--- config.mk ---
export PLATFORM = sky130hd
export DESIGN_NAME = wb_stage
export DESIGN_NICKNAME = d
export VERILOG_FILES = /design/src/hdl/lsu_pkg.sv /design/src/hdl/wb_stage.sv
export SDC_FILE = /design/constraint.sdc
export NUM_CORES = 1
export LEC_CHECK = 0
export ABC_AREA = 1
export BUFFER_PORTS_ARGS = -buffer_cell sky130_fd_sc_hd__buf_2
export CELL_PAD_IN_SITES_DETAIL_PLACEMENT = 0
export CELL_PAD_IN_SITES_GLOBAL_PLACEMENT = 1
export CORE_MARGIN = 2
export CORE_UTILIZATION = 32
export CTS_BUF_LIST = sky130_fd_sc_hd__clkbuf_4 sky130_fd_sc_hd__clkbuf_8
export DETAILED_ROUTE_END_ITERATION = 7
export GPL_TIMING_DRIVEN = 0
export PLACE_DENSITY = 0.9
export SLEW_MARGIN = 20
export SYNTH_ARGS = -nofsm -noshare
export SYNTH_HDL_FRONTEND = slang
export SYNTH_SLANG_ARGS = --single-unit
--- constraint.sdc ---
create_clock -name clk -period 1.7 [get_ports clk]
set_input_delay 0.34 -clock clk [delete_from_list [all_inputs] [get_ports clk]]
set_output_delay 0.34 -clock clk [all_outputs]
set_load 0.01 [all_outputs]
--- src/hdl/lsu_pkg.sv ---
package lsu_pkg;

    // Datapath and sizing
    localparam int XLEN        = 32;
    localparam int BYTES       = XLEN / 8;
    localparam int RAM_WORDS   = 256;
    localparam int RAM_AW      = $clog2(RAM_WORDS);
    localparam int QUEUE_DEPTH = 4;
    localparam int QUEUE_PW    = $clog2(QUEUE_DEPTH);

    // Memory operation codes from execute
    typedef enum logic [3:0] {
        OP_NONE  = 4'd0,
        OP_LD_B  = 4'd1,
        OP_LD_BU = 4'd2,
        OP_LD_H  = 4'd3,
        OP_LD_HU = 4'd4,
        OP_LD_W  = 4'd5,
        OP_ST_B  = 4'd6,
        OP_ST_H  = 4'd7,
        OP_ST_W  = 4'd8,
        OP_LL    = 4'd9,
        OP_SC    = 4'd10
    } mem_op_e;

    // Execute to memory stage
    typedef struct packed {
        logic            valid;
        mem_op_e         op;
        logic [XLEN-1:0] mem_addr;
        logic [XLEN-1:0] reg2;
        logic [4:0]      waddr;
        logic            wreg;
    } ex_mem_t;

    // One cache request, store data already replicated over the lanes
    typedef struct packed {
        logic            we;
        logic [3:0]      sel;
        logic [XLEN-1:0] addr;
        logic [XLEN-1:0] data;
    } cache_req_t;

    typedef struct packed {
        logic            data_ok;
        logic [XLEN-1:0] rdata;
    } cache_rsp_t;

    // Write-back record, with the link bit update
    typedef struct packed {
        logic            valid;
        logic            wreg;
        logic [4:0]      waddr;
        logic [XLEN-1:0] wdata;
        mem_op_e         op;
        logic            is_ll_set;
        logic            is_ll_clear;
    } mem_wb_t;

    // Forwarding to dispatch and execute
    typedef struct packed {
        logic            is_load;
        logic            wreg;
        logic [4:0]      waddr;
        logic [XLEN-1:0] wdata;
    } mem_fwd_t;

endpackage

--- src/hdl/wb_stage.sv ---
`timescale 1ns/1ps

module wb_stage (
    input  logic             clk,
    input  logic             rst_n_i,
    input  lsu_pkg::mem_wb_t wb_i,
    output lsu_pkg::mem_wb_t wb_o,
    output logic             llbit_o
);

    lsu_pkg::mem_wb_t wb_q;
    logic llbit_q;
    logic ll_we;
    logic ll_value;

    always_ff @(posedge clk or negedge rst_n_i) begin
        if (!rst_n_i) begin
            wb_q <= '0;
        end else begin
            wb_q <= wb_i;
        end
    end

    // Link bit written from the committed record
    assign ll_we = wb_q.valid && (wb_q.is_ll_set || wb_q.is_ll_clear);
    assign ll_value = wb_q.is_ll_set;

    always_ff @(posedge clk or negedge rst_n_i) begin
        if (!rst_n_i) begin
            llbit_q <= 1'b0;
        end else if (ll_we) begin
            llbit_q <= ll_value;
        end
    end

    // Bypass so an SC right behind LL sees the new value
    assign llbit_o = ll_we ? ll_value : llbit_q;
    assign wb_o = wb_q;

endmodule

# --- Word-level counts from Yosys, hierarchy flattened ---
# Index checks and enable logic that the tools add are counted.
totals:
  input_bits: 47
  ff_bits: 46
  out_inout_bits: 46
  elab_cells: 11
classes:
  n_mux: 1
  reduce_logical: 2
ops:
  columns: ["op", "n"]
  rows:
  - ["1-bit logical AND", 1]
  - ["1-bit logical OR", 1]
  - ["1-bit two-way mux", 1]

# --- Longest topological paths before layout ---
logic_depth:
  word_depth: 3
  ltp_mapped: 3
  ltp_nobuf: 3

# --- Worst setup path after synthesis ---
# No wires, ideal clock.
synth_timing:
  path_kind: "register -> output"
  from: "register wb_q, in the netlist wb_o[44]"
  to: "output llbit_o"
  arrival_time_ns: 0.618
  t_required_ns: 1.360
  n_path_buf: 0
  setup_slack_ns: 0.742
  path_stages_with_launch: 4
  cell_sequence: "dfrtp_1 > nand2_1 > nand2_1 > nand2_1"
synth_between:
  elab_chain_cells: 2
synth_rtl:
  columns: ["element", "line_no", "source"]
  rows:
  - ["start: declaration", "wb_stage.sv:11", "lsu_pkg::mem_wb_t wb_q;"]
  - ["start signal: assignment", "wb_stage.sv:20", "wb_q <= wb_i;"]
  - ["1-bit logical AND", "wb_stage.sv:25", "assign ll_we = wb_q.valid && (wb_q.is_ll_set || wb_q.is_ll_clear);"]
  - ["1-bit two-way mux", "wb_stage.sv:37", "assign llbit_o = ll_we ? ll_value : llbit_q;"]
  - ["end: declaration", "wb_stage.sv:8", "output logic llbit_o"]
# No other way between the ends.

# --- Worst setup path after layout ---
# Ends and elaborated chain as after synthesis.

==> summary.md <==
| Metric | Value |
|---|---|
| Num ports | `93` |
| Yosys reg bits | `46` |
| Simple logic cell fraction of the synthesized area | `1.279%` |
| DRC viols | `0` |
| Switch share | `21.43%` |
| Final Setup Violations | `0` |
| Most frequent cells in the layout | `92 x buf_2, 46 x dfrtp_1, 6 x clkbuf_8, 4 x nand2_1` |
| Final net count | `197` |
| Critical Path Sink Type | `output pin` |
| Synth cell types | `3` |
| Clk_skew | `1.033 ps` |
| Hold buffers post-CTS | `0` |
| Hold_sp | `wb_i[28]` |
| Crit Path Max Fanout | `3` |
| CP cell instances | `nand2_1, nand2_1, nand2_1, buf_2` |
| Fill cell count | `334` |
| Post-synthesis sequential area ratio | `98.08%` |
| Combinational power share | `8.3%` |
| Drt wl/cell | `12.48 um` |
| Largest net degree at the start of global routing | `47` |
| Syn Nets | `98` |
| Dpl hpwl | `1948 um` |
| Crit path max-delay cell type | `dfrtp_1` |
| Clock power frac | `33.5%` |
| RR Endpoint | `llbit_q` |
| RSZ-0062 raised after global routing | `false` |
| Core Box Area | `3606 um^2` |
| Clock latency on the worst-skew pair | `290 ps` |
| Critical path arrival | `1030 ps` |
| Synth Instances | `51` |
| Internal Power | `1.571 mW` |
| Reg2Reg Launch Point | `wb_o[44]` |
| Crit path launch | `wb_o[44]` |
| Reg-to-reg setup timing slack | `1010 ps` |
| Part of the power in registers | `58.2%` |
| Commonest non-fill, non-tap cell in the layout | `buf_2` |
| Antenna Cells | `0` |
| Mux share of post-synthesis cell area | `0%` |
| Worst path max stage delay | `400 ps` |
| FMAX | `728.2 MHz` |
| HP Class | `input pin to flop` |
| Post-CTS setup buffer count | `0` |
| Total CTS buffers | `5` |
| Maxcap violations | `0` |
| Buffers added on ports | `92` |
| CTS max path bufs | `2` |
| Area Overhead vs Synth | `52.45%` |
| Min Tclk post-route | `1373 ps` |
| Slew margin rel. | `37.02%` |
| Share of layout cells above drive strength 1 | `66.89%` |
| Critical path startpoint category | `flop` |
| Vias in the first global route | `816` |
| Worst-Margin Slew | `944.8 ps` |
| Crit path top cell by count | `nand2_1` |
| Synth warnings | `0` |
| Worst IR Drop VDD | `0.5094 mV` |
| Detail Route Antenna Nets | `0` |
| Starting density of the core | `32.55%` |
| Drt total wl | `2483 um` |
| Die Wd | `64.56 um` |
| # H-tree levels | `2` |
| CTS-repair resized insts | `0` |
| Net Switching | `0.4283 mW` |
| Total GRT Usage | `12.44%` |
| Buf/Inv on CP | `1` |
| Via count | `766` |
| Kind of critical path | `flop to output pin` |
| Status | `complete, no violations` |
| Synth Area in XOR/XNOR | `0%` |
| DRT iter0 DRCs | `31` |
| Worst Hold Depth | `1` |
| PwrDens | `1117 nW/um^2` |
| Global-route wire length before repair | `3670 um` |
| TritonCTS clock tree | `done` |
| R2r worst-path depth | `3` |
| Leakage | `0.9651 nW` |
| Fin. max-slew vios | `0` |
| Reg clk slew, reported paths | `80 ps` |
| Clk sink count | `46` |
| Main combinational cell family by area after synthesis | `simple AND/OR/NAND/NOR gates` |
| Initial antenna violation count | `0` |
| Die Y | `64.56 um` |
| Remaining Overflow, GRT | `0` |
| Post-Syn Area per Cell | `23.01 um^2` |
| Final period utilization | `80.78%` |
| Adder-Cell Fraction of Synth Area | `0%` |
| Power, Total | `1.999 mW` |
| CTS root buffer | `clkbuf_8` |
| First-pass DRT Iterations | `4` |
| Mapped Area | `1174 um^2` |
| WP data required | `1360 ps` |
| Vias per cell | `3.849` |
| Die area | `4168 um^2` |
| Setup TNS | `0 ps` |
| Compound-gate portion of the synthesized area | `0%` |
| Routability cong. | `0.6904` |
| Row count | `22` |
| CP top delay family | `flip-flops` |
| WHS Endpoint | `wb_o[28]` |
| Final Hold Viols | `0` |
## sequential cells by signal, summed over array words and instances, names as in the netlist
name      count
llbit_q       1
ll_value      1
wb_o         44
## Yosys cell counts
| cell type | number | share of area (%) |
|---|---|---|
| nand2_1 | 4 | 1.3 |
| buf_4 | 1 | 0.64 |
| dfrtp_1 | 46 | 98 |
## metrics by stage
| step | cells | instance area [um^2] | hold slack (ps) | util, % | setup WS [ps] |
|---|---|---|---|---|---|
| after detailed placement | 191 | 1694 | 449.4 | 46.98 | 528.1 |
| after floorplan | 51 | 1174 | 44.41 | - | 741.6 |
| after CTS | 199 | 1789 | 140.5 | 49.62 | 308.8 |
| after global placement | 191 | 1694 | 447.5 | 46.98 | 572.6 |
| after global routing | 199 | 1789 | 128.7 | 49.62 | 263.4 |
| final | 199 | 1789 | 152.0 | 49.62 | 326.7 |
## layout make-up
| class | count | area, um^2 | share of cell area, % |
|---|---|---|---|
| Sequential cell | 46 | 1151 | 64.34 |
| Timing Repair Buffer | 92 | 460.4 | 25.73 |
| Clock buffer | 7 | 90.09 | 5.035 |
| Tap cell | 48 | 60.06 | 3.357 |
| Multi-Input combinational cell | 4 | 15.01 | 0.8392 |
| Buffer | 1 | 7.507 | 0.4196 |
| Clock inverter | 1 | 5.005 | 0.2797 |
## worst max-delay path by stage
stage                          end  slack, ps  depth (start not counted)
after floorplan            llbit_o        740                          3
after global placement    wb_o[41]        570                          1
after detailed placement  wb_o[25]        530                          1
after CTS                  llbit_o        310                          4
after global routing       llbit_o        260                          4
final                      llbit_o        330                          4
## per-layer routing
| metal | share of wire [%] | wire [um] | track usage (%) | vias to the layer above |
|---|---|---|---|---|
| met3 | 11 | 281 | 6.424 | 4 |
| met2 | 52 | 1292 | 21.48 | 52 |
| li1 | - | - | - | 349 |
| met5 | 0 | 0 | 0 | - |
| met4 | 1.2 | 29 | 5.585 | 0 |
| met1 | 35 | 879 | 12.44 | 361 |
## power by group through the flow
stage	clock network, mW	registers [mW]	logic (mW)
2_1_floorplan	0	1.22	0.00750
3_3_place_gp	0	1.18	0.165
3_5_place_dp	0	1.19	0.170
4_1_cts	0.696	1.16	0.171
5_1_grt	0.748	1.17	0.183
6_report	0.670	1.16	0.165
## worst reg2reg max path: stages (launching register included)
cell and delay, ps:
dfrtp_1 370, nand2_1 60, nand2_1 60, nand2_1 80
## cell families (layout without fill, tap and decap cells)
group,Yosys count,count (layout)
buffers and inverters,1,101
and+or+nand+nor,4,4
DFF,46,46
No activity file was read; power rests on OpenSTA's default activity.
