--- src/hdl/lsu_pkg.sv ---
package lsu_pkg;

    // Datapath and sizing
    localparam int XLEN        = 32;
    localparam int BYTES       = XLEN / 8;
    localparam int RAM_WORDS   = 256;
    localparam int RAM_AW      = $clog2(RAM_WORDS);
    localparam int QUEUE_DEPTH = 4;
    localparam int QUEUE_PW    = $clog2(QUEUE_DEPTH);

    // Memory operation codes from execute
    typedef enum logic [3:0] {
        OP_NONE  = 4'd0,
        OP_LD_B  = 4'd1,
        OP_LD_BU = 4'd2,
        OP_LD_H  = 4'd3,
        OP_LD_HU = 4'd4,
        OP_LD_W  = 4'd5,
        OP_ST_B  = 4'd6,
        OP_ST_H  = 4'd7,
        OP_ST_W  = 4'd8,
        OP_LL    = 4'd9,
        OP_SC    = 4'd10
    } mem_op_e;

    // Execute to memory stage
    typedef struct packed {
        logic            valid;
        mem_op_e         op;
        logic [XLEN-1:0] mem_addr;
        logic [XLEN-1:0] reg2;
        logic [4:0]      waddr;
        logic            wreg;
    } ex_mem_t;

    // One cache request, store data already replicated over the lanes
    typedef struct packed {
        logic            we;
        logic [3:0]      sel;
        logic [XLEN-1:0] addr;
        logic [XLEN-1:0] data;
    } cache_req_t;

    typedef struct packed {
        logic            data_ok;
        logic [XLEN-1:0] rdata;
    } cache_rsp_t;

    // Write-back record, with the link bit update
    typedef struct packed {
        logic            valid;
        logic            wreg;
        logic [4:0]      waddr;
        logic [XLEN-1:0] wdata;
        mem_op_e         op;
        logic            is_ll_set;
        logic            is_ll_clear;
    } mem_wb_t;

    // Forwarding to dispatch and execute
    typedef struct packed {
        logic            is_load;
        logic            wreg;
        logic [4:0]      waddr;
        logic [XLEN-1:0] wdata;
    } mem_fwd_t;

endpackage

--- src/hdl/req_queue.sv ---
`timescale 1ns/1ps

module req_queue (
    input  logic                clk,
    input  logic                rst_n_i,
    input  logic                push_i,
    input  lsu_pkg::cache_req_t req_i,
    output logic                addr_ok_o,
    input  logic                pop_i,
    output logic                head_valid_o,
    output lsu_pkg::cache_req_t head_o
);

    lsu_pkg::cache_req_t entries [lsu_pkg::QUEUE_DEPTH];

    logic [lsu_pkg::QUEUE_PW-1:0] wr_ptr;
    logic [lsu_pkg::QUEUE_PW-1:0] rd_ptr;
    logic [lsu_pkg::QUEUE_PW:0] count;
    logic full;
    logic do_push;
    logic do_pop;

    assign full = count == (lsu_pkg::QUEUE_PW + 1)'(lsu_pkg::QUEUE_DEPTH);
    assign head_valid_o = count != '0;
    assign head_o = entries[rd_ptr];

    // A pop in the same cycle frees a slot for the push
    assign addr_ok_o = !full || pop_i;
    assign do_push = push_i && addr_ok_o;
    assign do_pop = pop_i && head_valid_o;

    always_ff @(posedge clk) begin
        if (do_push) begin
            entries[wr_ptr] <= req_i;
        end
    end

    always_ff @(posedge clk or negedge rst_n_i) begin
        if (!rst_n_i) begin
            wr_ptr <= '0;
            rd_ptr <= '0;
            count <= '0;
        end else begin
            if (do_push) begin
                wr_ptr <= wr_ptr + 1'b1;
            end
            if (do_pop) begin
                rd_ptr <= rd_ptr + 1'b1;
            end
            case ({do_push, do_pop})
                2'b10: count <= count + 1'b1;
                2'b01: count <= count - 1'b1;
                default: count <= count;
            endcase
        end
    end

endmodule

--- config.mk ---
export PLATFORM = sky130hd
export DESIGN_NAME = req_queue
export DESIGN_NICKNAME = d
export VERILOG_FILES = /design/src/hdl/lsu_pkg.sv /design/src/hdl/req_queue.sv
export SDC_FILE = /design/constraint.sdc
export NUM_CORES = 1
export LEC_CHECK = 0
export BUFFER_PORTS_ARGS = -buffer_cell sky130_fd_sc_hd__buf_2
export CORE_UTILIZATION = 61
export CTS_CLUSTER_DIAMETER = 30
export DETAILED_ROUTE_END_ITERATION = 8
export GPL_ROUTABILITY_DRIVEN = 0
export GPL_TIMING_DRIVEN = 0
export PLACE_DENSITY = 0.87
export SLEW_MARGIN = 20
export SYNTH_ARGS = -nofsm -noshare
export SYNTH_HDL_FRONTEND = slang
export SYNTH_SLANG_ARGS = --single-unit
--- constraint.sdc ---
create_clock -name clk -period 6 [get_ports clk]
set_input_delay 0.6 -clock clk [delete_from_list [all_inputs] [get_ports clk]]
set_output_delay 0.6 -clock clk [all_outputs]
set_load 0.03 [all_outputs]
## Word-level counts from Yosys, hierarchy flattened

Memories as Yosys holds them, arrays and structs flattened.
Cells that the tools add are included.
Widths: inputs -> output; s select.

- Bits in registers: 7
- Input port bits: 73
- Logic and storage cells: 20
- Memories kept: 1
- Output and inout bits: 71
- Memory bits (writable): 276

- Eq/ne operators: 3
- $add $sub $neg: 4
- Reductions and logical operators: 6
- Multiplexer cells: 3

Memories:

| memory | depth | bits a word | rd ports | clocked after memory_dff | wr ports | RTL line | source |
|---|---|---|---|---|---|---|---|
| entries | 4 | 69 | 1 | 0 | 1 | req_queue.sv:14 | `lsu_pkg::cache_req_t entries [lsu_pkg::QUEUE_DEPTH];` |

Operators with widths:

| kind | count |
|---|---|
| $pmux 3 s2 | 1 |
| $add 2x1->2 const B | 2 |
| $add 3x1->3 const B | 1 |
| $eq 3x3->1 const B | 1 |
| $reduce_bool 3->1 | 1 |
| $sub 3x1->3 const B | 1 |
| $eq 2x1->1 const B | 1 |
| $eq 2x2->1 const B | 1 |
| $logic_and 1x1->1 | 2 |
| $mux 1 | 2 |
| $reduce_bool 2->1 | 1 |
| $logic_not 1->1 | 1 |
| $logic_or 1x1->1 | 1 |

## Depth between registers and ports, before layout

- Depth after elaboration: 6
- Gate-level depth with buffers: 10
- Gate-level depth less buffers: 9

## Worst setup path before layout

OpenSTA, ideal clock, no wires.

- Kind: input -> register
- Start: input pop_i
- End: register count[2] (netlist bit)
- Path slack: 3,423 ps
- Data required time: 5,921 ps
- Library setup time: 79 ps
- Cell stages on the path: 10
- Data arrival time: 2,498 ps
- Path buffers: 1
- Cell sequence: or4b_1 -> clkbuf_2 -> and2_4 -> inv_1 -> ha_1 -> inv_1 -> fa_1 -> xor2_1 -> nor2_1 -> xor2_1

- Cells in the longest elaborated chain, start to end: 4
- Elaborated cells between the ends (all ways): 7
- Classes of those cells: eq/ne: 2; mux: 1; reduce/logical: 4

RTL lines:

| what | RTL line | source |
|---|---|---|
| start, declared | req_queue.sv:9 | `input logic pop_i,` |
| $logic_or 1x1->1 * | req_queue.sv:28 | `assign addr_ok_o = !full \|\| pop_i;` |
| named net addr_ok_o | req_queue.sv:8 | `output logic addr_ok_o,` |
| $logic_and 1x1->1 * | req_queue.sv:29 | `assign do_push = push_i && addr_ok_o;` |
| $eq 2x1->1 / $eq 2x2->1 (equally long branches) | req_queue.sv:50 | `case ({do_push, do_pop})` |
| $pmux 3 s2 / $reduce_bool 2->1 (equally long branches) | - |  |
| end signal, assigned | req_queue.sv:51 | `2'b10: count <= count + 1'b1;` |
| end signal, assigned | req_queue.sv:52 | `2'b01: count <= count - 1'b1;` |
| end signal, assigned | req_queue.sv:53 | `default: count <= count;` |
| end, declared | req_queue.sv:18 | `logic [lsu_pkg::QUEUE_PW:0] count;` |

The timed path passes the listed nets; every way through them passes the cells marked *.
A chain may end at the register's enable or synchronous reset.

==> impl_metrics.env <==
export IMPL_status="finished, final reports clean"
export IMPL_grt_pass1_wl_um=31000
export IMPL_reg2reg_slack_ns=3.41
export IMPL_ant_nets=0
export IMPL_reg2reg_depth=10
export IMPL_p_sw_mw=2.47
export IMPL_worst_path_buf_inv=3
export IMPL_clk_pin_slew_ns=0.05
export IMPL_start_util_pct=62.4
export IMPL_layout_common_cells="276 x edfxtp_1, 152 x buf_2, 69 x mux4_2, 47 x clkbuf_16, 10 x clkbuf_1"
export IMPL_wl_per_cell_um=24.3
export IMPL_netlist_area_mm2=0.0104
export IMPL_synth_seq_cells=283
export IMPL_end_kind="primary output"
export IMPL_ios=144
export IMPL_synth_cells=400
export IMPL_min_delay_path_depth=1
export IMPL_critPathLaunch="rd_ptr[1]$_DFFE_PN0P_"
export IMPL_post_dp_hpwl_um=11700
export IMPL_final_seq_area_mm2=0.00846
export IMPL_switching_share_pct=33.5
export IMPL_worst_path_max_fanout=10
export IMPL_viasPerCell=5.88
export IMPL_fin_util_pct=77.6
export IMPL_finalMaxSlewViolations=0
export IMPL_yosysWarnings=0
export IMPL_crit_arrival_ns=2.49
export IMPL_grt_pass1_vias=5382
export IMPL_finalSetupTns_ns=0
export IMPL_leakagePower_nw=4.53
export IMPL_final_setup_viol_count=0
export IMPL_post_cts_resized=0
export IMPL_post_route_period_util_pct=51.6
export IMPL_cap_violations=0
export IMPL_cts_hold_buf=1
export IMPL_n_fill_cell=862
export IMPL_crit_slowest_cell="clkbuf_1"
export IMPL_clock_latency_ns=0.52
export IMPL_cts_root_buf="clkbuf_16"
export IMPL_path_class="reg -> out"
export IMPL_synth_xor_area_share_pct=0.580
export IMPL_cts_max_level=2
export IMPL_crit_path_max_incr_delay_ns=0.61
export IMPL_clock_sinks=283
export IMPL_synth_fa_ha_area_share_pct=0.797
export IMPL_cts_tree="built"
export IMPL_vias=4973
export IMPL_path_delay_family="buffers and inverters"
export IMPL_hp_class="in -> reg"
export IMPL_ir_drop_v=0.000401
export IMPL_rsz0062_at_grt="false"
export IMPL_seqPwrFrac_pct=36.7
export IMPL_cp_endpoint="head_o[41]"
export IMPL_grt_ovfl_total=0
export IMPL_antenna_found_initial=0
export IMPL_cts_buffer_depth=3
export IMPL_slew_headroom_pct=51.8
export IMPL_yosys_area_share_simple_pct=0.664
export IMPL_rows=47
export IMPL_core_area_mm2=0.0166
export IMPL_p_int_mw=4.91
export IMPL_r2r_start="count[0]$_DFFE_PN0P_"
export IMPL_timing_critical_path_mode_cell="clkbuf_1"
export IMPL_path_cells="clkbuf_1, clkbuf_1, mux4_2, buf_2"
export IMPL_max_freq_mhz=323
export IMPL_synth_seq_area_share_pct=81.7
export IMPL_r2r_end="count[2]$_DFFE_PN0P_"
export IMPL_layout_nets=674
export IMPL_cts_setup_buffers=0
export IMPL_period_minus_slack_ns=3.09
export IMPL_multi_input_area_mm2=0.00181
export IMPL_chipWidth_um=132
export IMPL_muxShareOfSynthArea_pct=15.1
export IMPL_cp_depth=4
export IMPL_max_slew_worst_pin_slew_ns=0.723
export IMPL_layout_commonest_cell="edfxtp_1"
export IMPL_cts_made_buffers=45
export IMPL_drc=0
export IMPL_grt_usage_pct=24.7
export IMPL_dieHeight_um=132
export IMPL_skew_ns=0.0198
export IMPL_powerDensity_mw_per_mm2=573
export IMPL_synth_top_family_by_area="multiplexers"
export IMPL_first_pass_iters=5
export IMPL_avgSynthCellArea_um2=25.9
export IMPL_portBuffers=143
export IMPL_worstPathRequired_ns=5.40
export IMPL_ys_types=22
export IMPL_drt_initial_drc_count=325
export IMPL_drive_gt1_share_pct=49.0
export IMPL_clkPwrFrac_pct=32.0
export IMPL_grt_max_degree=41
export IMPL_diodes=0
export IMPL_startpoint_type="flip-flop"
export IMPL_syn_nets=479
export IMPL_synth_compound_area_share_pct=0.181
export IMPL_finalHoldViolations=0
export IMPL_dieArea_mm2=0.0175
export IMPL_syn_to_final_growth_pct=24.3
export IMPL_pwr_share_comb_pct=31.3
export IMPL_wl_um=20500
-- worst min path at each step --
stage | startpoint | end | slack [ns]
floorplan | rst_n_i | count[0]$_DFFE_PN0P_ | 0.30
global placement | rst_n_i | wr_ptr[1]$_DFFE_PN0P_ | 0.44
detailed placement | rst_n_i | count[0]$_DFFE_PN0P_ | 0.45
CTS | req_i[51] | entries[2][51]$_DFFE_PP_ | 0.27
global route | req_i[61] | entries[1][61]$_DFFE_PP_ | 0.27
finish | req_i[52] | entries[2][52]$_DFFE_PP_ | 0.29
-- cells in the mapped netlist --
master / count / area (µm²)
edfxtp_1: 276 / 8290
mux4_2: 69 / 1550
buf_2: 9 / 45.0
clkbuf_1: 7 / 26.3
dfrtp_1: 7 / 175
inv_1: 6 / 22.5
ha_1: 5 / 62.6
and3_2: 4 / 30.0
xor2_1: 3 / 26.3
xnor2_1: 2 / 17.5
and2_4: 1 / 8.76
clkbuf_2: 1 / 5.00
fa_1: 1 / 20.0
mux2i_1: 1 / 10.0
nand2_1: 1 / 3.75
nand3_1: 1 / 5.00
nor2_1: 1 / 3.75
o21ai_2: 1 / 8.76
o31a_2: 1 / 10.0
or3_2: 1 / 7.51
or4b_1: 1 / 10.0
xnor2_2: 1 / 16.3
-- per-stage QoR --
| step | total power, mW | instance area (µm²) | hold slack, ns | instances | setup slack (ns) |
|---|---|---|---|---|---|
| CTS | 7.46 | 12900 | 0.269 | 846 | 2.82 |
| global placement | 4.93 | 11300 | 0.436 | 763 | 3.12 |
| global route | 7.65 | 12900 | 0.267 | 846 | 2.76 |
| detailed placement | 5.05 | 11400 | 0.448 | 767 | 3.33 |
| finish | 7.38 | 12900 | 0.288 | 846 | 2.91 |
| floorplan | 4.35 | 10400 | 0.304 | 400 | 3.42 |
-- power by group through the flow --
stage / logic [mW] / clock network [mW] / registers, mW
4_1_cts: 2.35 / 2.39 / 2.72
2_1_floorplan: 1.65 / 0 / 2.70
6_report: 2.31 / 2.36 / 2.71
5_1_grt: 2.43 / 2.48 / 2.74
3_5_place_dp: 2.31 / 0 / 2.74
3_3_place_gp: 2.22 / 0 / 2.72
-- state kept, by name, summed over array words and instances, names as in the netlist --
name	flops
rd_ptr	2
count	3
wr_ptr	2
entries	276
-- cells by family after synthesis --
family / Yosys count
and+or+nand+nor: 10
DFF: 283
xor gates and xnor gates: 6
AOI/OAI and AO/OA: 2
adders and majority gates: 6
buffers and inverters: 23
muxes: 70
-- worst reg2reg max path: cells and delay by family (launching register included) --
family	cells	cell delay, ns
xor+xnor	2	0.32
buf+inv	3	0.32
simple gates	3	0.87
fa+ha+maj	2	0.60
flops	1	0.42
-- per-layer routing --
layer / GRT usage, % / up-vias / wire, µm
li1: - / 2122 / -
met1: 29.9 / 2604 / 7450
met2: 43.1 / 200 / 11200
met3: 6.00 / 47 / 1280
met4: 10.1 / 0 / 605
met5: 0 / - / 0
-- final cells by class --
class,count,area share (%)
inverter,6,0.175
buffer,17,0.593
multi-input combinational,94,14.1
timing repair buffer,148,6.32
clock inverter,28,1.76
clock buffer,50,9.22
sequential,283,65.7
tap,220,2.14
(Power assumes the default switching activity.)
