--- src/hdl/lsu_pkg.sv ---
package lsu_pkg;

    // Datapath and sizing
    localparam int XLEN        = 32;
    localparam int BYTES       = XLEN / 8;
    localparam int RAM_WORDS   = 256;
    localparam int RAM_AW      = $clog2(RAM_WORDS);
    localparam int QUEUE_DEPTH = 4;
    localparam int QUEUE_PW    = $clog2(QUEUE_DEPTH);

    // Memory operation codes from execute
    typedef enum logic [3:0] {
        OP_NONE  = 4'd0,
        OP_LD_B  = 4'd1,
        OP_LD_BU = 4'd2,
        OP_LD_H  = 4'd3,
        OP_LD_HU = 4'd4,
        OP_LD_W  = 4'd5,
        OP_ST_B  = 4'd6,
        OP_ST_H  = 4'd7,
        OP_ST_W  = 4'd8,
        OP_LL    = 4'd9,
        OP_SC    = 4'd10
    } mem_op_e;

    // Execute to memory stage
    typedef struct packed {
        logic            valid;
        mem_op_e         op;
        logic [XLEN-1:0] mem_addr;
        logic [XLEN-1:0] reg2;
        logic [4:0]      waddr;
        logic            wreg;
    } ex_mem_t;

    // One cache request, store data already replicated over the lanes
    typedef struct packed {
        logic            we;
        logic [3:0]      sel;
        logic [XLEN-1:0] addr;
        logic [XLEN-1:0] data;
    } cache_req_t;

    typedef struct packed {
        logic            data_ok;
        logic [XLEN-1:0] rdata;
    } cache_rsp_t;

    // Write-back record, with the link bit update
    typedef struct packed {
        logic            valid;
        logic            wreg;
        logic [4:0]      waddr;
        logic [XLEN-1:0] wdata;
        mem_op_e         op;
        logic            is_ll_set;
        logic            is_ll_clear;
    } mem_wb_t;

    // Forwarding to dispatch and execute
    typedef struct packed {
        logic            is_load;
        logic            wreg;
        logic [4:0]      waddr;
        logic [XLEN-1:0] wdata;
    } mem_fwd_t;

endpackage

--- src/hdl/mem_stage.sv ---
`timescale 1ns/1ps

module mem_stage (
    input  logic                clk,
    input  logic                rst_n_i,
    input  lsu_pkg::ex_mem_t    ex_i,
    input  logic                llbit_i,
    input  logic                addr_ok_i,
    input  lsu_pkg::cache_rsp_t rsp_i,
    output logic                push_o,
    output lsu_pkg::cache_req_t req_o,
    output logic                stall_o,
    output lsu_pkg::mem_wb_t    wb_o,
    output lsu_pkg::mem_fwd_t   fwd_o
);

    logic is_load;
    logic is_store;
    logic is_sc;
    logic is_half;
    logic misaligned;
    logic sc_ok;
    logic need_req;
    logic need_rsp;
    logic issued_q;
    logic waiting;
    logic accept;
    logic complete;
    logic wreg_c;
    logic [7:0] lane_b;
    logic [15:0] lane_h;
    logic [lsu_pkg::XLEN-1:0] wdata_c;

    // Operation classes
    assign is_load = ex_i.op inside {lsu_pkg::OP_LD_B, lsu_pkg::OP_LD_BU, lsu_pkg::OP_LD_H,
                                     lsu_pkg::OP_LD_HU, lsu_pkg::OP_LD_W, lsu_pkg::OP_LL};
    assign is_store = ex_i.op inside {lsu_pkg::OP_ST_B, lsu_pkg::OP_ST_H, lsu_pkg::OP_ST_W};
    assign is_sc = ex_i.op == lsu_pkg::OP_SC;
    assign is_half = ex_i.op inside {lsu_pkg::OP_LD_H, lsu_pkg::OP_LD_HU, lsu_pkg::OP_ST_H};

    // Odd halfword goes nowhere
    assign misaligned = is_half && ex_i.mem_addr[0];
    assign sc_ok = is_sc && llbit_i;

    assign need_req = ex_i.valid && !misaligned && (is_load || is_store || sc_ok);
    assign need_rsp = need_req && is_load;

    assign push_o = need_req && !issued_q;
    assign accept = push_o && addr_ok_i;
    assign waiting = issued_q && need_rsp;

    // Stores are posted, loads wait for data_ok
    assign complete = ex_i.valid && (!need_req || (accept && !need_rsp) ||
                                     (waiting && rsp_i.data_ok));
    assign stall_o = ex_i.valid && !complete;

    always_ff @(posedge clk or negedge rst_n_i) begin
        if (!rst_n_i) begin
            issued_q <= 1'b0;
        end else if (complete) begin
            issued_q <= 1'b0;
        end else if (accept) begin
            issued_q <= 1'b1;
        end
    end

    // Request lanes and store data
    always_comb begin
        req_o = '0;
        req_o.we = is_store || is_sc;
        req_o.addr = ex_i.mem_addr;
        case (ex_i.op)
            lsu_pkg::OP_LD_B, lsu_pkg::OP_LD_BU, lsu_pkg::OP_ST_B: begin
                req_o.sel = 4'b0001 << ex_i.mem_addr[1:0];
            end
            lsu_pkg::OP_LD_H, lsu_pkg::OP_LD_HU, lsu_pkg::OP_ST_H: begin
                req_o.sel = ex_i.mem_addr[1] ? 4'b1100 : 4'b0011;
            end
            default: begin
                req_o.sel = 4'b1111;
            end
        endcase
        case (ex_i.op)
            lsu_pkg::OP_ST_B: begin
                req_o.data = {4{ex_i.reg2[7:0]}};
            end
            lsu_pkg::OP_ST_H: begin
                req_o.data = {2{ex_i.reg2[15:0]}};
            end
            lsu_pkg::OP_ST_W, lsu_pkg::OP_SC: begin
                req_o.data = ex_i.reg2;
            end
            default: begin
                req_o.data = '0;
            end
        endcase
    end

    // Pick the addressed lanes of the returned word
    assign lane_b = rsp_i.rdata[{ex_i.mem_addr[1:0], 3'b000} +: 8];
    assign lane_h = ex_i.mem_addr[1] ? rsp_i.rdata[31:16] : rsp_i.rdata[15:0];

    always_comb begin
        wdata_c = '0;
        case (ex_i.op)
            lsu_pkg::OP_LD_B: begin
                wdata_c = {{(lsu_pkg::XLEN-8){lane_b[7]}}, lane_b};
            end
            lsu_pkg::OP_LD_BU: begin
                wdata_c = {{(lsu_pkg::XLEN-8){1'b0}}, lane_b};
            end
            lsu_pkg::OP_LD_H: begin
                if (!misaligned) begin
                    wdata_c = {{(lsu_pkg::XLEN-16){lane_h[15]}}, lane_h};
                end
            end
            lsu_pkg::OP_LD_HU: begin
                if (!misaligned) begin
                    wdata_c = {{(lsu_pkg::XLEN-16){1'b0}}, lane_h};
                end
            end
            lsu_pkg::OP_LD_W, lsu_pkg::OP_LL: begin
                wdata_c = rsp_i.rdata;
            end
            lsu_pkg::OP_SC: begin
                // 1 on success, 0 on failure
                wdata_c = {{(lsu_pkg::XLEN-1){1'b0}}, sc_ok};
            end
            default: begin
                wdata_c = '0;
            end
        endcase
    end

    // Only loads and SC write a register
    assign wreg_c = ex_i.wreg && (is_load || is_sc);

    always_comb begin
        wb_o.valid = complete;
        wb_o.wreg = wreg_c;
        wb_o.waddr = ex_i.waddr;
        wb_o.wdata = wdata_c;
        wb_o.op = ex_i.op;
        wb_o.is_ll_set = complete && ex_i.op == lsu_pkg::OP_LL;
        wb_o.is_ll_clear = complete && sc_ok;
    end

    always_comb begin
        fwd_o.is_load = ex_i.valid && is_load;
        fwd_o.wreg = ex_i.valid && wreg_c;
        fwd_o.waddr = ex_i.waddr;
        fwd_o.wdata = wdata_c;
    end

endmodule

--- config.mk ---
export PLATFORM = sky130hd
export DESIGN_NAME = mem_stage
export DESIGN_NICKNAME = d
export VERILOG_FILES = /design/src/hdl/lsu_pkg.sv /design/src/hdl/mem_stage.sv
export SDC_FILE = /design/constraint.sdc
export NUM_CORES = 1
export LEC_CHECK = 0
export ABC_AREA = 1
export BUFFER_PORTS_ARGS = -buffer_cell sky130_fd_sc_hd__clkbuf_2
export CAP_MARGIN = 20
export CELL_PAD_IN_SITES_DETAIL_PLACEMENT = 0
export CELL_PAD_IN_SITES_GLOBAL_PLACEMENT = 1
export CORE_MARGIN = 2
export CORE_UTILIZATION = 18
export DETAILED_ROUTE_END_ITERATION = 12
export GPL_TIMING_DRIVEN = 1
export PLACE_DENSITY = 0.86
export RECOVER_POWER = 25
export SLEW_MARGIN = 20
export SYNTH_ARGS = -nofsm -noshare
export SYNTH_HDL_FRONTEND = slang
export SYNTH_SLANG_ARGS = --single-unit
--- constraint.sdc ---
create_clock -name clk -period 2.1 [get_ports clk]
set_input_delay 0.42 -clock clk [delete_from_list [all_inputs] [get_ports clk]]
set_output_delay 0.42 -clock clk [all_outputs]
set_load 0.02 [all_outputs]
### Word level (Yosys, flattened, before mapping)

Cells that the tools add are included.

| cells by class | value |
|---|---|
| equality and inequality tests | 10 |
| reduce and logical (&&, ||, !) cells | 36 |
| shifts and indexed selects | 2 |
| mux-type cells | 9 |

Operator list:

| kind | number |
|---|---|
| 32-bit case mux with 6 select lines | 1 |
| 32-bit case mux with 3 select lines | 1 |
| 16-bit two-way mux | 2 |
| 32-bit two-way mux | 1 |
| 32-bit by 6-bit variable part select with 8-bit output | 1 |
| 1-bit logical AND | 17 |
| 4-bit by 3-bit == test with 1-bit output (second input constant) | 4 |
| 4-bit == test (second input constant) | 3 |
| 4-bit by 2-bit == test with 1-bit output (second input constant) | 2 |
| 4-bit case mux with 2 select lines | 1 |
| 1-bit logical OR | 6 |
| 3-bit nonzero test | 2 |
| 6-bit nonzero test | 1 |
| 3-bit OR reduction | 2 |
| 1-bit logical NOT | 5 |
| 4-bit by 1-bit == test with 1-bit output (second input constant) | 1 |
| 4-bit two-way mux | 1 |
| 2-bit OR reduction | 2 |
| 1-bit by 2-bit left shift with 4-bit output (first input constant) | 1 |
| 1-bit two-way mux | 2 |
| 2-bit nonzero test | 1 |

| word-level totals | value |
|---|---|
| logic and storage cells | 58 |
| input bits | 112 |
| register bits after elaboration | 1 |
| output and inout port bits | 155 |

### Depth between registers and ports, before layout

| logic depth | value |
|---|---|
| depth in word-level cells | 14 |
| gate-level depth with buffers | 13 |
| mapped depth without buffers | 12 |

### Least setup slack after synthesis

OpenSTA, ideal clock, no wires.

| timing path | value |
|---|---|
| path kind | input-to-output |
| from | in ex_i[71] (netlist bit) |
| to | out wb_o[22] (netlist bit) |
| data required time | 1.680 ns |
| data arrival time | 1.817 ns |
| stages | 7 |
| path slack | -0.137 ns |
| path buffers | 2 |
| path through | inv_2 -> nand2_1 -> inv_1 -> nand2_2 -> clkbuf_1 -> o21ai_0 -> buf_4 |

RTL lines:

| element | RTL line | source |
|---|---|---|
| start, declared | mem_stage.sv:6 | `input lsu_pkg::ex_mem_t ex_i,` |
| end, declared | mem_stage.sv:13 | `output lsu_pkg::mem_wb_t wb_o,` |

==> impl_metrics.tcl <==
set metrics [dict create \
    outcome "finished, final reports clean" \
    ir_drop_mv 0.111 \
    min_path_type "in -> async" \
    initial_core_util_pct 18.2 \
    antennaDiodeCount 0 \
    gp_routability_congestion 0.852 \
    avgViaCountPerCell 4.40 \
    insertion_delay_ns 0 \
    dieWidth_um 111 \
    drive_gt1_share_pct 60.1 \
    num_rows 39 \
    crit_arrival_ns 1.67 \
    io_buffers 191 \
    maxCapViolCount 0 \
    largest_register_ffs 1 \
    finalClockSkew_ns 0 \
    critPathRequiredTime_ns 1.68 \
    crit_slowest_cell "buf_4" \
    fin_cells 674 \
    vias 2966 \
    fmax_mhz 478 \
    period_share_pct 99.5 \
    multi_input_area_sq_mm 0.00138 \
    period_minus_slack_ns 2.09 \
    num_io_pins 267 \
    synthToLayoutAreaGrowth_pct 77.1 \
    rsz0062_at_grt "yes" \
    crit_chain "clkbuf_16 > inv_4 > nand2_8 > buf_4 > buf_4 > nor2_1 > buf_4 > nand2_1 > o21ai_0 > inv_1 > o21ai_1 > buf_4" \
    worst-path-buf-inv 7 \
    grt_pass1_wl_mm 14.4 \
    clock_power_share_pct 0 \
    post-place-ws_ns -0.140 \
    powerDensity_mw_per_mm2 249 \
    synth.distinct_cells 28 \
    power.internal_uw 399 \
    drt-total-wl_mm 9.68 \
    power_leakage_uw 0.00210 \
    slew_headroom_pct 78.4 \
    setup_viol 0 \
    top_register "issued_q" \
    cts.reportedPaths.clkPinSlew_ns 0 \
    wl_per_cell_um 14.4 \
    pwr-share-seq_pct 2.6 \
    syn_avg_cell_area_sq_um 5.45 \
    ant_nets 0 \
    syn_inst 378 \
    tightest_slew_ns 0.324 \
    ys_warn_count 0 \
    seq_area_frac_synth_pct 1.21 \
    switchingPower_uw 512 \
    gr-total-overflow 0 \
    largestRegisters "issued_q x1" \
    grt.total_usage_pct 14.2 \
    netlist_area_sq_mm 0.00206 \
    p_sw_share_pct 56.2 \
    drtIter0Drc 131 \
    crit_family "buffers and inverters" \
    grt_pass1_vias 2811 \
    critical_path_class "in -> out" \
    grt_max_degree 22 \
    die_h_um 111 \
    regArea_sq_um 25.0 \
    ys_seq_elements 1 \
    drc 0 \
    hold_violations 0 \
    cp_slowest_stage_delay_ns 0.18 \
    dr.pass1.iters 4 \
    dp_cells 666 \
    fin_ws_ns 0.00954 \
    hpwl_mm 7.91 \
    critPathCaptureType "output pin" \
    layout.nets 645 \
    die-area_sq_mm 0.0123 \
    num-fill-cells 1245 \
    comb_power_share_pct 97.4 \
    syn_nets 490 \
    startpoint_type "primary input" \
    finalMaxSlewViolations 0 \
    coreArea_sq_mm 0.0113 \
    antenna_found_initial 0 \
    crit_fanout 8 \
    crit_top_cell "buf_4" \
]
[worst register-to-register path: cells and delay by family (launching register included)]
kind | cells | cell delay, ns
DFF | 1 | 0.36
AOI/OAI and AO/OA | 2 | 0.22
and+or+nand+nor | 2 | 0.15
buffers and inverters | 1 | 0.11
[final cells by class]
cell class                      count  area share [%]
Inverter                           65            7.09
Multi-Input combinational cell    223            37.7
Sequential cell                     1           0.685
Tap cell                          143            4.90
Timing Repair Buffer              242            49.6
[timing repair]
action | in CTS | in global routing
pin swaps | 14 | 19
endpoints found under the setup margin | 68 | 85
setup buffers | 6 | 2
gates cloned | 0 | 1
gates resized for setup | 48 | 208
hold buffers | 0 | 0
[per-layer routing]
layer / wire (um) / global-route usage, % / vias up
met5: 0 / 0 / -
met4: 143 / 1.73 / 0
met3: 811 / 2.73 / 14
met2: 5400 / 30.1 / 181
met1: 3330 / 14.4 / 1327
li1: - / - / 1444
[per-stage QoR]
| step | TNS (ns) | util [%] | cell area (sq um) | hold WS (ns) | total power [uW] |
|---|---|---|---|---|---|
| after floorplan | -0.762 | - | 2080 | 0.124 | 592 |
| after global placement | -1.73 | 26.1 | 2950 | 0.197 | 762 |
| after detailed placement | -2.63 | 26.1 | 2950 | 0.196 | 761 |
| after CTS | -0.100 | 28.0 | 3170 | 0.196 | 807 |
| after global routing | -3.05 | 32.3 | 3650 | 0.201 | 981 |
| final | 0 | 32.3 | 3650 | 0.195 | 911 |
[cells in the final DEF (no fill, tap or decap), drive strengths merged]
master / netlist / routed
nand4: 1 / 1
o211ai: 8 / 8
a21oi: 3 / 3
and2: 1 / 1
o2111ai: 7 / 7
inv: 65 / 65
dfrtp: 1 / 1
nand2: 96 / 96
buf: 85 / 113
nor2: 24 / 24
o21ai: 42 / 42
o221ai: 7 / 7
clkbuf: 4 / 129
o22ai: 1 / 1
o21a: 2 / 2
nand3: 31 / 31
[Yosys cell counts]
cell type | count | area [sq um]
nand2_4 | 1 | 11.3
o22ai_1 | 1 | 6.26
nand3_4 | 2 | 35.0
o2111ai_1 | 7 | 61.3
a21oi_1 | 3 | 15.0
buf_6 | 1 | 11.3
nand2_1 | 88 | 330
o221ai_1 | 7 | 61.3
nor2_4 | 3 | 33.8
buf_2 | 2 | 10.0
nor2_1 | 19 | 71.3
and2_1 | 1 | 6.26
nand2_2 | 7 | 43.8
o21ai_2 | 4 | 35.0
buf_4 | 81 | 608
clkbuf_1 | 4 | 15.0
o21a_1 | 2 | 15.0
o21ai_0 | 37 | 185
dfrtp_1 | 1 | 25.0
nand3_1 | 28 | 140
nor2_2 | 2 | 12.5
o211ai_1 | 8 | 60.1
nand4_1 | 1 | 6.26
buf_1 | 1 | 3.75
inv_1 | 54 | 203
nand3_2 | 1 | 10.0
o21ai_1 | 1 | 5.00
inv_2 | 11 | 41.3
[logic make-up after synthesis]
kind of cell	synth area share, %
buffers and inverters	43.3
and+or+nand+nor	34.0
AOI/OAI and AO/OA	21.5
DFF	1.21
[path summary, 6_finish.rpt]
path / end / slack (ns) / depth (start not counted) / startpoint
min: issued_q$_DFFE_PN0P_ / 0.20 / 1 / rst_n_i
max reg2reg: issued_q$_DFFE_PN0P_ / 1.14 / 5 / issued_q$_DFFE_PN0P_
min in group clk: issued_q$_DFFE_PN0P_ / 0.57 / 2 / issued_q$_DFFE_PN0P_
min reg2reg: issued_q$_DFFE_PN0P_ / 0.57 / 2 / issued_q$_DFFE_PN0P_
max: req_o[13] / 0.01 / 12 / ex_i[73]
max in group asynchronous: issued_q$_DFFE_PN0P_ / 1.82 / 1 / rst_n_i
[power groups by stage]
stage	clock network (uW)	logic [uW]	registers (uW)
finish	0	888	23.3
global route	0	957	24.0
global placement	0	738	23.3
CTS	0	784	23.4
floorplan	0	569	23.0
detailed placement	0	738	23.5
Power figures use the tool's default switching activity.
